`src/rtl/priv_macros.svh`:
```
/*
 * Machine-mode privilege unit constants.
 * Data width, CSR addresses, reset values and exception cause codes.
 */

`ifndef PRIV_MACROS_SVH
`define PRIV_MACROS_SVH

// Width of every CSR and of the PC values passed to and from the pipeline.
`define PRIV_XLEN 32

// ****************************************
// Machine CSR addresses.
// ****************************************
`define CSR_MSTATUS  12'h300
`define CSR_MISA     12'h301
`define CSR_MIE      12'h304
`define CSR_MTVEC    12'h305
`define CSR_MSCRATCH 12'h340
`define CSR_MEPC     12'h341
`define CSR_MCAUSE   12'h342
`define CSR_MBADADDR 12'h343
`define CSR_MINSTRET 12'hB02

// Machine trap vector after reset, 0x100 + 0x40 * PRV_M.
`define MTVEC_RESET 32'h0000_01C0

// RV32I with MXL = 1, the only ISA string this unit reports.
`define MISA_VALUE  32'h4000_0100

// ****************************************
// Synchronous exception codes.
// ****************************************
`define CAUSE_INSN_FAULT 4'd1
`define CAUSE_ILLEGAL    4'd2
`define CAUSE_BREAK      4'd3
`define CAUSE_MAL_L      4'd4
`define CAUSE_FAULT_L    4'd5
`define CAUSE_MAL_S      4'd6
`define CAUSE_FAULT_S    4'd7
`define CAUSE_ECALL_M    4'd11

`endif

```
`src/rtl/priv_pkg.sv`:
```
/*
 * Shared types of the privilege unit.
 * CSR word and address, CSR operation enum and the mcause union.
 */

`include "priv_macros.svh"

package priv_pkg;

  // ****************************************
  // Basic CSR types.
  // ****************************************

  // One CSR data word, also used for PC values.
  typedef logic [`PRIV_XLEN-1:0] word_t;

  // The 12-bit CSR address field of a Zicsr instruction.
  typedef logic [11:0] csr_addr_t;

  // Read-modify-write operation applied to the addressed CSR.
  // The pipeline delivers these as separate strobes and the top
  // folds them into one code.
  typedef enum logic [1:0] {
    CSR_NONE  = 2'b00,
    CSR_SWAP  = 2'b01,
    CSR_SET   = 2'b10,
    CSR_CLEAR = 2'b11
  } csr_op_e;

  // ****************************************
  // mcause layout.
  // ****************************************

  // The cause word is built from its fields when an exception is
  // encoded and handed around as a plain word when it is stored and
  // read back. The top bit marks an interrupt, the low nibble holds
  // the exception code and the bits between are reserved as zero.
  typedef union packed {
    word_t raw;
    struct packed {
      logic        intr;
      logic [26:0] reserved;
      logic [3:0]  code;
    } f;
  } mcause_u;

endpackage

```
`src/rtl/priv_exception_control.sv`:
```
/*
 * Exception controller.
 * Priority encoding of the exception strobes and the pending-trap register.
 */

`timescale 1ns/100ps
`include "priv_macros.svh"

module priv_exception_control (
  input  logic              CLK,
  input  logic              rst_n,
  input  logic              fault_insn,
  input  logic              illegal_insn,
  input  logic              breakpoint,
  input  logic              mal_l,
  input  logic              fault_l,
  input  logic              mal_s,
  input  logic              fault_s,
  input  logic              env_m,
  input  logic              pipe_clear,
  input  priv_pkg::word_t   epc,
  input  priv_pkg::word_t   badaddr,
  output logic              trap,
  output priv_pkg::mcause_u cause,
  output priv_pkg::word_t   trap_epc,
  output priv_pkg::word_t   trap_badaddr
);

  logic              any_ex;
  logic              accept;
  logic              pending;
  logic [3:0]        code_next;
  priv_pkg::mcause_u cause_next;

  // ****************************************
  // Priority encoder.
  // ****************************************

  // Any strobe at all in this cycle.
  assign any_ex = fault_insn | illegal_insn | breakpoint | mal_l |
                  fault_l | mal_s | fault_s | env_m;

  // Older pipeline stages win, so an instruction fault beats everything
  // and an ecall only counts when nothing else is reported.
  always_comb begin
    if (fault_insn) begin
      code_next = `CAUSE_INSN_FAULT;
    end else if (illegal_insn) begin
      code_next = `CAUSE_ILLEGAL;
    end else if (breakpoint) begin
      code_next = `CAUSE_BREAK;
    end else if (mal_l) begin
      code_next = `CAUSE_MAL_L;
    end else if (fault_l) begin
      code_next = `CAUSE_FAULT_L;
    end else if (mal_s) begin
      code_next = `CAUSE_MAL_S;
    end else if (fault_s) begin
      code_next = `CAUSE_FAULT_S;
    end else begin
      code_next = `CAUSE_ECALL_M;
    end
  end

  // Synchronous exceptions only, so the interrupt flag stays low.
  always_comb begin
    cause_next.f.intr     = 1'b0;
    cause_next.f.reserved = '0;
    cause_next.f.code     = code_next;
  end

  // ****************************************
  // Pending trap.
  // ****************************************

  // A new exception is only taken when nothing is waiting already.
  assign accept = any_ex & ~pending;

  // The trap fires in the first cycle the pipeline reports drained.
  assign trap = pending & pipe_clear;

  always_ff @(posedge CLK or negedge rst_n) begin
    if (!rst_n) begin
      pending <= 1'b0;
    end else if (trap) begin
      pending <= 1'b0;
    end else if (accept) begin
      pending <= 1'b1;
    end
  end

  // Cause and addresses of the accepted exception, held until the trap.
  always_ff @(posedge CLK) begin
    if (accept) begin
      cause        <= cause_next;
      trap_epc     <= epc;
      trap_badaddr <= badaddr;
    end
  end

  // While a trap waits, later strobes must leave the held cause alone.
  a_pending_holds: assert property (@(posedge CLK) disable iff (!rst_n)
    (pending && !trap) |=> ($stable(cause.raw) && $stable(trap_epc)));

endmodule

```
`src/rtl/priv_csr_rfile.sv`:
```
/*
 * Machine CSR register file.
 * CSR read mux, read-modify-write, trap updates and the retire counter.
 */

`timescale 1ns/100ps
`include "priv_macros.svh"

module priv_csr_rfile (
  input  logic              CLK,
  input  logic              rst_n,
  input  priv_pkg::csr_op_e op,
  input  priv_pkg::csr_addr_t addr,
  input  priv_pkg::word_t   wdata,
  input  logic              valid_write,
  input  logic              instr_retired,
  input  logic              trap,
  input  priv_pkg::mcause_u cause,
  input  priv_pkg::word_t   trap_epc,
  input  priv_pkg::word_t   trap_badaddr,
  input  logic              mstatus_push,
  input  logic              mstatus_pop,
  output priv_pkg::word_t   rdata,
  output logic              invalid_csr,
  output priv_pkg::word_t   mtvec,
  output priv_pkg::word_t   mepc,
  output logic              mie_bit,
  output logic              mpie_bit
);

  priv_pkg::mcause_u mcause_q;
  priv_pkg::word_t   mbadaddr_q;
  priv_pkg::word_t   mscratch_q;
  priv_pkg::word_t   minstret_q;
  priv_pkg::word_t   mstatus_word;
  priv_pkg::word_t   mie_word;
  priv_pkg::word_t   wr_value;
  logic              msie;
  logic              mtie;
  logic              meie;
  logic              addr_ok;
  logic              read_only;
  logic              op_active;
  logic              do_write;

  // ****************************************
  // Read side.
  // ****************************************

  // Only MIE (bit 3) and MPIE (bit 7) exist in mstatus.
  always_comb begin
    mstatus_word    = '0;
    mstatus_word[3] = mie_bit;
    mstatus_word[7] = mpie_bit;
  end

  // Software, timer and external enables sit at their standard positions.
  always_comb begin
    mie_word     = '0;
    mie_word[3]  = msie;
    mie_word[7]  = mtie;
    mie_word[11] = meie;
  end

  // Current value of the addressed CSR. Unknown addresses read as zero
  // and are flagged through addr_ok.
  always_comb begin
    rdata     = '0;
    addr_ok   = 1'b1;
    read_only = 1'b0;
    case (addr)
      `CSR_MSTATUS:  rdata = mstatus_word;
      `CSR_MIE:      rdata = mie_word;
      `CSR_MTVEC:    rdata = mtvec;
      `CSR_MSCRATCH: rdata = mscratch_q;
      `CSR_MEPC:     rdata = mepc;
      `CSR_MCAUSE:   rdata = mcause_q.raw;
      `CSR_MBADADDR: rdata = mbadaddr_q;
      `CSR_MISA: begin
        rdata     = `MISA_VALUE;
        read_only = 1'b1;
      end
      `CSR_MINSTRET: begin
        rdata     = minstret_q;
        read_only = 1'b1;
      end
      default: addr_ok = 1'b0;
    endcase
  end

  // ****************************************
  // Write side.
  // ****************************************

  assign op_active = (op != priv_pkg::CSR_NONE);

  // A bad address faults on any access; a read-only CSR only on a write.
  assign invalid_csr = op_active & (~addr_ok | (read_only & valid_write));

  assign do_write = op_active & valid_write & ~invalid_csr;

  // New value from the old one and the operand, as csrrw/csrrs/csrrc do.
  always_comb begin
    case (op)
      priv_pkg::CSR_SWAP:  wr_value = wdata;
      priv_pkg::CSR_SET:   wr_value = rdata | wdata;
      priv_pkg::CSR_CLEAR: wr_value = rdata & ~wdata;
      default:             wr_value = rdata;
    endcase
  end

  // Interrupt-enable stack. A trap pushes, mret pops, and both beat
  // a software write in the same cycle.
  always_ff @(posedge CLK or negedge rst_n) begin
    if (!rst_n) begin
      mie_bit  <= 1'b0;
      mpie_bit <= 1'b0;
    end else if (mstatus_push) begin
      mpie_bit <= mie_bit;
      mie_bit  <= 1'b0;
    end else if (mstatus_pop) begin
      mie_bit  <= mpie_bit;
      mpie_bit <= 1'b1;
    end else if (do_write && (addr == `CSR_MSTATUS)) begin
      mie_bit  <= wr_value[3];
      mpie_bit <= wr_value[7];
    end
  end

  // Registers written only by software.
  always_ff @(posedge CLK or negedge rst_n) begin
    if (!rst_n) begin
      mtvec      <= `MTVEC_RESET;
      mscratch_q <= '0;
      msie       <= 1'b0;
      mtie       <= 1'b0;
      meie       <= 1'b0;
    end else if (do_write) begin
      case (addr)
        `CSR_MTVEC:    mtvec      <= wr_value;
        `CSR_MSCRATCH: mscratch_q <= wr_value;
        `CSR_MIE: begin
          msie <= wr_value[3];
          mtie <= wr_value[7];
          meie <= wr_value[11];
        end
        default: ;
      endcase
    end
  end

  // Trap state. The hardware update wins over a CSR write.
  always_ff @(posedge CLK or negedge rst_n) begin
    if (!rst_n) begin
      mepc       <= '0;
      mcause_q   <= '0;
      mbadaddr_q <= '0;
    end else if (trap) begin
      mepc       <= trap_epc;
      mcause_q   <= cause;
      mbadaddr_q <= trap_badaddr;
    end else if (do_write) begin
      case (addr)
        `CSR_MEPC:     mepc         <= wr_value;
        `CSR_MCAUSE:   mcause_q.raw <= wr_value;
        `CSR_MBADADDR: mbadaddr_q   <= wr_value;
        default: ;
      endcase
    end
  end

  // Retired-instruction counter, read-only to software.
  always_ff @(posedge CLK or negedge rst_n) begin
    if (!rst_n) begin
      minstret_q <= '0;
    end else if (instr_retired) begin
      minstret_q <= minstret_q + 1'b1;
    end
  end

  // The exception controller and the redirect block must never push and
  // pop the stack in the same cycle.
  a_push_pop_excl: assert property (@(posedge CLK) disable iff (!rst_n)
    !(trap && mstatus_pop));

endmodule

```
`src/rtl/priv_pipeline_control.sv`:
```
/*
 * Pipeline redirect control.
 * Chooses the PC to insert on a trap or return and drives the mstatus stack.
 */

`timescale 1ns/100ps

module priv_pipeline_control (
  input  logic            trap,
  input  logic            ret,
  input  priv_pkg::word_t mtvec,
  input  priv_pkg::word_t mepc,
  output priv_pkg::word_t priv_pc,
  output logic            insert_pc,
  output logic            intr,
  output logic            mstatus_push,
  output logic            mstatus_pop
);

  // ****************************************
  // Redirect priority mux.
  // ****************************************

  // A trap always wins over mret in the same cycle, so the mret is
  // dropped and the pipeline flushes it along with everything else.
  always_comb begin
    priv_pc      = mepc;
    insert_pc    = 1'b0;
    intr         = 1'b0;
    mstatus_push = 1'b0;
    mstatus_pop  = 1'b0;
    if (trap) begin
      // Enter the handler and save the enable bit.
      priv_pc      = mtvec;
      insert_pc    = 1'b1;
      intr         = 1'b1;
      mstatus_push = 1'b1;
    end else if (ret) begin
      // Back to the saved PC and restore the enable bit.
      priv_pc      = mepc;
      insert_pc    = 1'b1;
      mstatus_pop  = 1'b1;
    end
  end

endmodule

```
`src/rtl/priv_block.sv`:
```
/*
 * Top level of the machine-mode privilege unit.
 * Connects exception control, CSR file and redirect control to the pipeline.
 */

`timescale 1ns/100ps

module priv_block (
  input  logic                CLK,
  input  logic                rst_n,
  input  logic                fault_insn,
  input  logic                illegal_insn,
  input  logic                breakpoint,
  input  logic                mal_l,
  input  logic                fault_l,
  input  logic                mal_s,
  input  logic                fault_s,
  input  logic                env_m,
  input  priv_pkg::word_t     epc,
  input  priv_pkg::word_t     badaddr,
  input  logic                pipe_clear,
  input  logic                ret,
  input  logic                swap,
  input  logic                set,
  input  logic                clr,
  input  priv_pkg::csr_addr_t addr,
  input  priv_pkg::word_t     wdata,
  input  logic                valid_write,
  input  logic                wb_enable,
  input  logic                instr,
  output priv_pkg::word_t     rdata,
  output logic                invalid_csr,
  output logic                insert_pc,
  output logic                intr,
  output priv_pkg::word_t     priv_pc
);

  priv_pkg::csr_op_e op;
  priv_pkg::mcause_u cause;
  priv_pkg::word_t   trap_epc;
  priv_pkg::word_t   trap_badaddr;
  priv_pkg::word_t   mtvec;
  priv_pkg::word_t   mepc;
  logic              trap;
  logic              instr_retired;
  logic              mie_bit;
  logic              mpie_bit;
  logic              mstatus_push;
  logic              mstatus_pop;

  // Only one strobe is high at a time; the order here is just a tiebreak.
  always_comb begin
    if (swap) begin
      op = priv_pkg::CSR_SWAP;
    end else if (set) begin
      op = priv_pkg::CSR_SET;
    end else if (clr) begin
      op = priv_pkg::CSR_CLEAR;
    end else begin
      op = priv_pkg::CSR_NONE;
    end
  end

  // Writeback of a real instruction, not a bubble.
  assign instr_retired = wb_enable & instr;

  priv_exception_control exc_ctrl0 (
    .CLK          (CLK),
    .rst_n        (rst_n),
    .fault_insn   (fault_insn),
    .illegal_insn (illegal_insn),
    .breakpoint   (breakpoint),
    .mal_l        (mal_l),
    .fault_l      (fault_l),
    .mal_s        (mal_s),
    .fault_s      (fault_s),
    .env_m        (env_m),
    .pipe_clear   (pipe_clear),
    .epc          (epc),
    .badaddr      (badaddr),
    .trap         (trap),
    .cause        (cause),
    .trap_epc     (trap_epc),
    .trap_badaddr (trap_badaddr)
  );

  priv_csr_rfile csr_rfile0 (
    .CLK           (CLK),
    .rst_n         (rst_n),
    .op            (op),
    .addr          (addr),
    .wdata         (wdata),
    .valid_write   (valid_write),
    .instr_retired (instr_retired),
    .trap          (trap),
    .cause         (cause),
    .trap_epc      (trap_epc),
    .trap_badaddr  (trap_badaddr),
    .mstatus_push  (mstatus_push),
    .mstatus_pop   (mstatus_pop),
    .rdata         (rdata),
    .invalid_csr   (invalid_csr),
    .mtvec         (mtvec),
    .mepc          (mepc),
    .mie_bit       (mie_bit),
    .mpie_bit      (mpie_bit)
  );

  priv_pipeline_control pipe_ctrl0 (
    .trap         (trap),
    .ret          (ret),
    .mtvec        (mtvec),
    .mepc         (mepc),
    .priv_pc      (priv_pc),
    .insert_pc    (insert_pc),
    .intr         (intr),
    .mstatus_push (mstatus_push),
    .mstatus_pop  (mstatus_pop)
  );

  // ****************************************
  // Interrupt-enable stack across blocks.
  // ****************************************

  // Taking a trap disables interrupts and saves the old enable.
  a_trap_stacks_mie: assert property (@(posedge CLK) disable iff (!rst_n)
    trap |=> (!mie_bit && (mpie_bit == $past(mie_bit))));

  // An mret that is not overridden by a trap restores the saved enable.
  a_ret_restores_mie: assert property (@(posedge CLK) disable iff (!rst_n)
    (ret && !trap) |=> (mie_bit == $past(mpie_bit)));

endmodule

```
`config.mk`:
```
export PLATFORM = sky130hd
export DESIGN_NAME = priv_block
export DESIGN_NICKNAME = d
export VERILOG_FILES = /design/src/rtl/priv_pkg.sv /design/src/rtl/priv_exception_control.sv /design/src/rtl/priv_csr_rfile.sv /design/src/rtl/priv_pipeline_control.sv /design/src/rtl/priv_block.sv
export VERILOG_INCLUDE_DIRS = /design/src /design/src/rtl
export SDC_FILE = /design/constraint.sdc
export NUM_CORES = 1
export LEC_CHECK = 0
export BUFFER_PORTS_ARGS = -buffer_cell sky130_fd_sc_hd__buf_4
export CAP_MARGIN = 20
export CORE_UTILIZATION = 24
export DETAILED_ROUTE_END_ITERATION = 10
export GPL_TIMING_DRIVEN = 0
export SYNTH_ARGS = -nofsm -noshare
export SYNTH_HDL_FRONTEND = slang
export SYNTH_HIERARCHICAL = 1
export SYNTH_SLANG_ARGS = --single-unit
```
`constraint.sdc`:
```
create_clock -name CLK -period 5.1 [get_ports CLK]
set_clock_uncertainty 0.1 [all_clocks]
set_input_delay 1.02 -clock CLK [delete_from_list [all_inputs] [get_ports CLK]]
set_output_delay 1.02 -clock CLK [all_outputs]
set_load 0.02 [all_outputs]
```
Word level (Yosys, flattened, before mapping)
Cells that the tools add are included.
{"block": "word_totals", "wordCells": 104, "register_bits": 266, "output_inout_bits": 67}
{"block": "classes", "n_mux": 35, "n_addsub": 1, "bitwise_logic": 21, "eq_ne": 12, "reduce_logical": 18}
{"op": "$mux W32", "n": 10}
{"op": "$pmux W32 S9", "n": 1}
{"op": "$eq A12 B10 Y1 const B", "n": 8}
{"op": "$pmux W32 S3", "n": 1}
{"op": "$add A32 B1 Y32 const B", "n": 1}
{"op": "$and A32 B32 Y32", "n": 1}
{"op": "$not A32 Y32", "n": 1}
{"op": "$or A32 B32 Y32", "n": 1}
{"op": "$mux W1", "n": 14}
{"op": "$eq A12 B12 Y1 const B", "n": 1}
{"op": "$reduce_and A2 Y1", "n": 6}
{"op": "$reduce_bool A2 Y1", "n": 6}
{"op": "$mux W2", "n": 5}
{"op": "$mux W3", "n": 3}
{"op": "$reduce_or A9 Y1", "n": 1}
{"op": "$or A1 B1 Y1", "n": 8}
{"op": "$and A1 B1 Y1", "n": 7}
{"op": "$reduce_or A6 Y1", "n": 1}
{"op": "$eq A2 B2 Y1 const B", "n": 2}
{"op": "$mux W4", "n": 1}
{"op": "$not A1 Y1", "n": 3}
{"op": "$reduce_bool A3 Y1", "n": 1}
{"op": "$reduce_or A3 Y1", "n": 1}
{"op": "$eq A2 B1 Y1 const B", "n": 1}
{"op": "2 further kinds", "n": 2}

Logic depth before layout (Yosys ltp)
{"block": "logic_depth", "ltp_word": 12, "mapped_depth": 11}

By module
Netlist, hierarchy kept.
{"mod": "priv_csr_rfile", "cells_each": 1169, "area_per_inst_um2": 11004.3, "n_inst": 1}
{"mod": "priv_exception_control", "cells_each": 113, "area_per_inst_um2": 2386.0, "n_inst": 1}
{"mod": "priv_pipeline_control", "cells_each": 40, "area_per_inst_um2": 564.3, "n_inst": 1}
{"mod": "priv_block", "cells_each": 5, "area_per_inst_um2": 25.0, "n_inst": 1}

Worst setup path before layout
OpenSTA, ideal clock, no wires.
{"block": "synth_timing", "kind": "input -> register", "from": "in illegal_insn", "to": "reg exc_ctrl0/cause[0] (netlist bit), enable pin", "stages": 2, "arrival_time_ns": 4.398, "path_buffers": 0, "slack_ns": 0.085, "cell_sequence": "nor4_1 a21oi_1"}
{"block": "synth_between", "elab_chain_len": 8}
{"item": "start, declared", "line_no": "priv_block.sv:12", "text": "input logic illegal_insn,"}
{"item": "$or A1 B1 Y1 (4 in series)", "line_no": "priv_exception_control.sv:40", "text": "assign any_ex = fault_insn | illegal_insn | breakpoint | mal_l |"}
{"item": "$or A1 B1 Y1 (3 in series)", "line_no": "priv_exception_control.sv:41", "text": "fault_l | mal_s | fault_s | env_m;"}
{"item": "$and A1 B1 Y1", "line_no": "priv_exception_control.sv:77", "text": "assign accept = any_ex & ~pending;"}
{"item": "via exc_ctrl0.accept", "line_no": "priv_exception_control.sv:30", "text": "logic accept;"}
{"item": "end signal, assigned", "line_no": "priv_exception_control.sv:95", "text": "cause <= cause_next;"}
{"item": "end, declared", "line_no": "priv_exception_control.sv:24", "text": "output priv_pkg::mcause_u cause,"}
The timed path passes the listed nets, and every way through them passes these cells.
A chain may end at the register's enable or synchronous reset.

Final worst setup path
{"block": "layout_timing", "from": "in addr[0]", "to": "out rdata[29]"}
{"block": "layout_between", "elab_chain_len": 2}
{"item": "start, declared", "line_no": "priv_block.sv:26", "text": "input priv_pkg::csr_addr_t addr,"}
{"item": "$eq A12 B12 Y1 / $eq A12 B10 Y1 (equally long branches)", "line_no": "priv_csr_rfile.sv:71", "text": "case (addr)"}
{"item": "$pmux W32 S9 (*)", "line_no": "priv_csr_rfile.sv:71"}
{"item": "end, declared", "line_no": "priv_block.sv:31", "text": "output priv_pkg::word_t rdata,"}
Mark *: on every way between the ends. The rest lies on a longest branch, timed or not.

==> flow_summary.yaml <==
run_status:
  status: "finished, final reports clean"
clock_tree:
  cts_made_buffers: 34
  cts_tree: "done"
  cts-root-buf: "clkbuf_16"
  cts.clk_slew.worst_paths_ns: 0.06
  post_cts_buffers: 0
  cts.path.max_buffers: 3
  clk_latency_ns: 0.55
  cts.htree.levels: 2
  cts.sinks: 266
logic_synthesis:
  synth_cell_types: 73
  ys_warn_count: 6
  yosys-top-cells-area: "dfrtp_1 (35%), edfxtp_1 (15%), a22oi_1 (5.4%)"
  yosysSeqAreaShare: 0.501
  synth_seq_cells: 266
  synth_cells: 1327
  syn_area_per_cell_um2: 10.5
  synth_top_area_frac: 0.349
  netlist_area_um2: 14000
  synth_async_sr_flop_share: 0.744
  synth_top_cell_by_area: "dfrtp_1"
  ys_dominant_reg_cell: "dfrtp_1"
  synth_edf_count: 68
critical_path:
  critPathLaunchType: "primary input"
  cp_max_fo: 10
  slowest_delay_ns: 0.73
  rr_endpoint: "csr_rfile0/mbadaddr_q[7]"
  crit_arrival_ns: 3.81
  endpoint_kind: "primary output"
  worstPathCellList: "buf_4 > buf_2 > buf_2 > clkbuf_1 > mux2_2 > a22oi_1 > o21ai_0 > a21o_1 > buf_4"
  critical_path_required_ns: 3.98
  reg2reg_depth: 6
  crit_type: "in -> out"
  worstReg2RegStart: "exc_ctrl0/pending"
  reg2reg_slack_ns: 2.28
  cpMaxStageDelayCell: "clkbuf_1"
place:
  io_buffers: 192
  dp.cells: 2314
  gp_congestion: 0.918
  post-dp-hpwl_mm: 42.0
pwr:
  power.share.clock: 0.419
  vdd_drop_max_v: 0.000187
  switchingPower_mw: 1.59
  pwr-share-comb: 0.149
  switching_share: 0.278
  power_mw: 5.73
  seqPwrFrac: 0.432
  power_density_nw_per_um2: 324
  internal_power_mw: 4.13
  power_leakage_nw: 7.45
hold_path:
  min_to: "csr_rfile0/mscratch_q[9]"
  hold_class: "reg -> reg"
  min_path_cells: 2
  hp-start: "csr_rfile0/mscratch_q[9]"
finish:
  seq_area_um2: 7000
  nFillCells: 5957
  fin_util: 0.307
  syn_to_final_growth_pct: 26.3
  drive_gt1_frac: 0.257
  multi_input_area_um2: 6340
  nets: 1712
  layoutNonFillerInstCount: 2376
die:
  dieArea_um2: 59200
  core.rowCount: 88
  die_w_um: 243
  start_util: 0.243
  fp.dieH_um: 243
  ios: 193
  coreArea_um2: 57600
global_routing:
  grt_pass1_wl_mm: 81.8
  grt.overflow.total: 0
  grt_pass1_vias: 12223
  grt_max_degree: 107
  antenna_found_initial: 3
  grt_util_all_layers: 0.187
timing:
  tightestPinTransition_ns: 1.11
  period_share: 0.967
  finalCriticalPeriod_ns: 4.93
  fmax_ghz: 0.203
  hold_viol: 0
  rsz0062_at_grt: "false"
  maxSlewViolCount: 0
  fin_tns_setup_ns: 0
  slew_headroom: 0.253
  setup_viol: 0
route:
  highest_layer: "met5"
  wl_met3_mm: 5.56
  drcViolationCount: 0
  wirelength_mm: 56.5
  wl_met2_mm: 25.6
  via_count: 12324
  drt_iter0_markers: 1285
  dr.pass1.iters: 8
  avgRoutedWirePerCell_um: 23.8
  via_per_inst: 5.19
  ant_nets: 0
  met1_length_mm: 23.4
flow_run:
  max_cap_viol_count: 0
-- synthesized netlist by cell type (4+ instances only) --
| master | n |
|---|---|
| and2_1 | 21 |
| nor3_1 | 9 |
| nor4b_1 | 8 |
| dfrtp_1 | 195 |
| and4_1 | 6 |
| nor2b_1 | 4 |
| nand2b_1 | 12 |
| a41o_1 | 4 |
| o31ai_1 | 29 |
| buf_2 | 24 |
| a2bb2oi_1 | 4 |
| nand2_1 | 165 |
| xor2_1 | 15 |
| a211oi_1 | 8 |
| a22oi_1 | 100 |
| a32oi_1 | 14 |
| a21oi_1 | 38 |
| xnor2_1 | 37 |
| nand3_1 | 17 |
| nand4b_1 | 6 |
| nor4_1 | 5 |
| edfxtp_1 | 68 |
| mux2_2 | 49 |
| a31oi_1 | 9 |
| o211ai_1 | 10 |
| or2_2 | 6 |
| o21ai_0 | 135 |
| buf_4 | 32 |
| mux2_4 | 28 |
| a21o_1 | 8 |
| mux2i_1 | 21 |
| a22o_1 | 6 |
| a222oi_1 | 7 |
| clkbuf_1 | 58 |
| nand4_1 | 7 |
| nor3b_1 | 15 |
| and3_1 | 11 |
| nor2_1 | 50 |
| inv_1 | 20 |
| a221oi_1 | 5 |
-- power by group through the flow --
stage               Sequential (mW)  Clock [mW]  Combinational (mW)
finish                         2.48        2.40               0.854
global route                   2.49        2.52               0.919
CTS                            2.47        2.45               0.850
detailed placement             2.51           0               0.845
global placement               2.51           0               0.821
floorplan                      2.46           0               0.493
-- worst max-delay path: cells and delay by family --
family                 cells  cell delay (ns)
buffers and inverters      5             1.65
AOI/OAI and AO/OA          3             0.71
muxes                      1             0.41
-- metal layers --
layer / vias to the layer above / track usage
met5: - / 0
li1: 5387 / -
met1: 6135 / 0.250
met3: 117 / 0.0473
met2: 683 / 0.292
met4: 2 / 0.0655
-- sequential cells by signal, summed over array words and instances (netlist names) --
register / cells
csr_rfile0/mbadaddr_q: 32
csr_rfile0/mcause_q: 32
csr_rfile0/meie: 1
csr_rfile0/mepc: 32
csr_rfile0/mie_bit: 1
csr_rfile0/minstret_q: 32
csr_rfile0/mpie_bit: 1
csr_rfile0/mscratch_q: 32
csr_rfile0/msie: 1
csr_rfile0/mtie: 1
csr_rfile0/mtvec: 32
exc_ctrl0/cause: 4
exc_ctrl0/pending: 1
exc_ctrl0/trap_badaddr: 32
exc_ctrl0/trap_epc: 32
-- metrics by stage --
step	hold slack (ns)	area (um^2)	worst slack [ns]
after floorplan	0.330	14100	0.0850
after global placement	0.356	16500	-2.04
after detailed placement	0.363	16600	-0.161
after CTS	0.376	17700	0.0859
after global routing	0.393	17700	0.121
final	0.375	17700	0.170
-- kinds of logic after synthesis --
group / after synthesis / share of synthesized area
flops: 266 / 0.501
simple gates: 372 / 0.142
other cells: 1 / 0.000268
compound gates: 395 / 0.185
xor+xnor: 52 / 0.0326
mux: 98 / 0.0846
buf+inv: 142 / 0.0540
fa+ha+maj: 1 / 0.000895
-- final cells by class --
class	instances	area share
Antenna cell	2	0.000283
Buffer	121	0.0383
Clock buffer	46	0.0560
Clock inverter	14	0.00560
Inverter	20	0.00425
Multi-Input combinational cell	946	0.359
Sequential cell	266	0.396
Tap cell	765	0.0542
Timing Repair Buffer	196	0.0861
-- what timing repair did --
item,CTS,global route
endpoints found under the setup margin,1,1
hold buffers,0,0
gates resized for setup,1,0
-- worst max-delay path by stage --
stage / to / from / slack [ns] / cells after the start
after detailed placement: invalid_csr / set / -0.16 / 10
after CTS: invalid_csr / set / 0.09 / 10
after global placement: exc_ctrl0/trap_badaddr[15] / breakpoint / -2.04 / 3
after floorplan: exc_ctrl0/cause[0] / illegal_insn / 0.09 / 2
final: rdata[29] / addr[0] / 0.17 / 9
after global routing: rdata[29] / addr[0] / 0.12 / 9
-- layout by cell type (no fill, tap or decap), types with 6 or more instances in the layout --
master,instances
a22oi_1,100
mux2_2,49
edfxtp_1,68
and4_1,6
nor3b_1,15
inv_1,20
o31ai_1,29
a211oi_1,8
nand4b_1,6
a21oi_1,37
xor2_1,15
nand2b_1,12
and3_1,11
nand3_1,17
clkbuf_1,61
mux2_4,28
nor3_1,9
o21ai_0,135
a22o_1,6
a21o_1,8
buf_4,223
clkinv_2,6
or2_2,6
buf_2,24
o211ai_1,10
dfrtp_1,195
nand2_1,165
nor4b_1,8
and2_1,21
xnor2_1,37
nand4_1,7
a31oi_1,9
nor2_1,50
a222oi_1,7
a32oi_1,14
mux2i_1,21
clkbuf_16,36
conb_1,28
(Power assumes the default switching activity.)
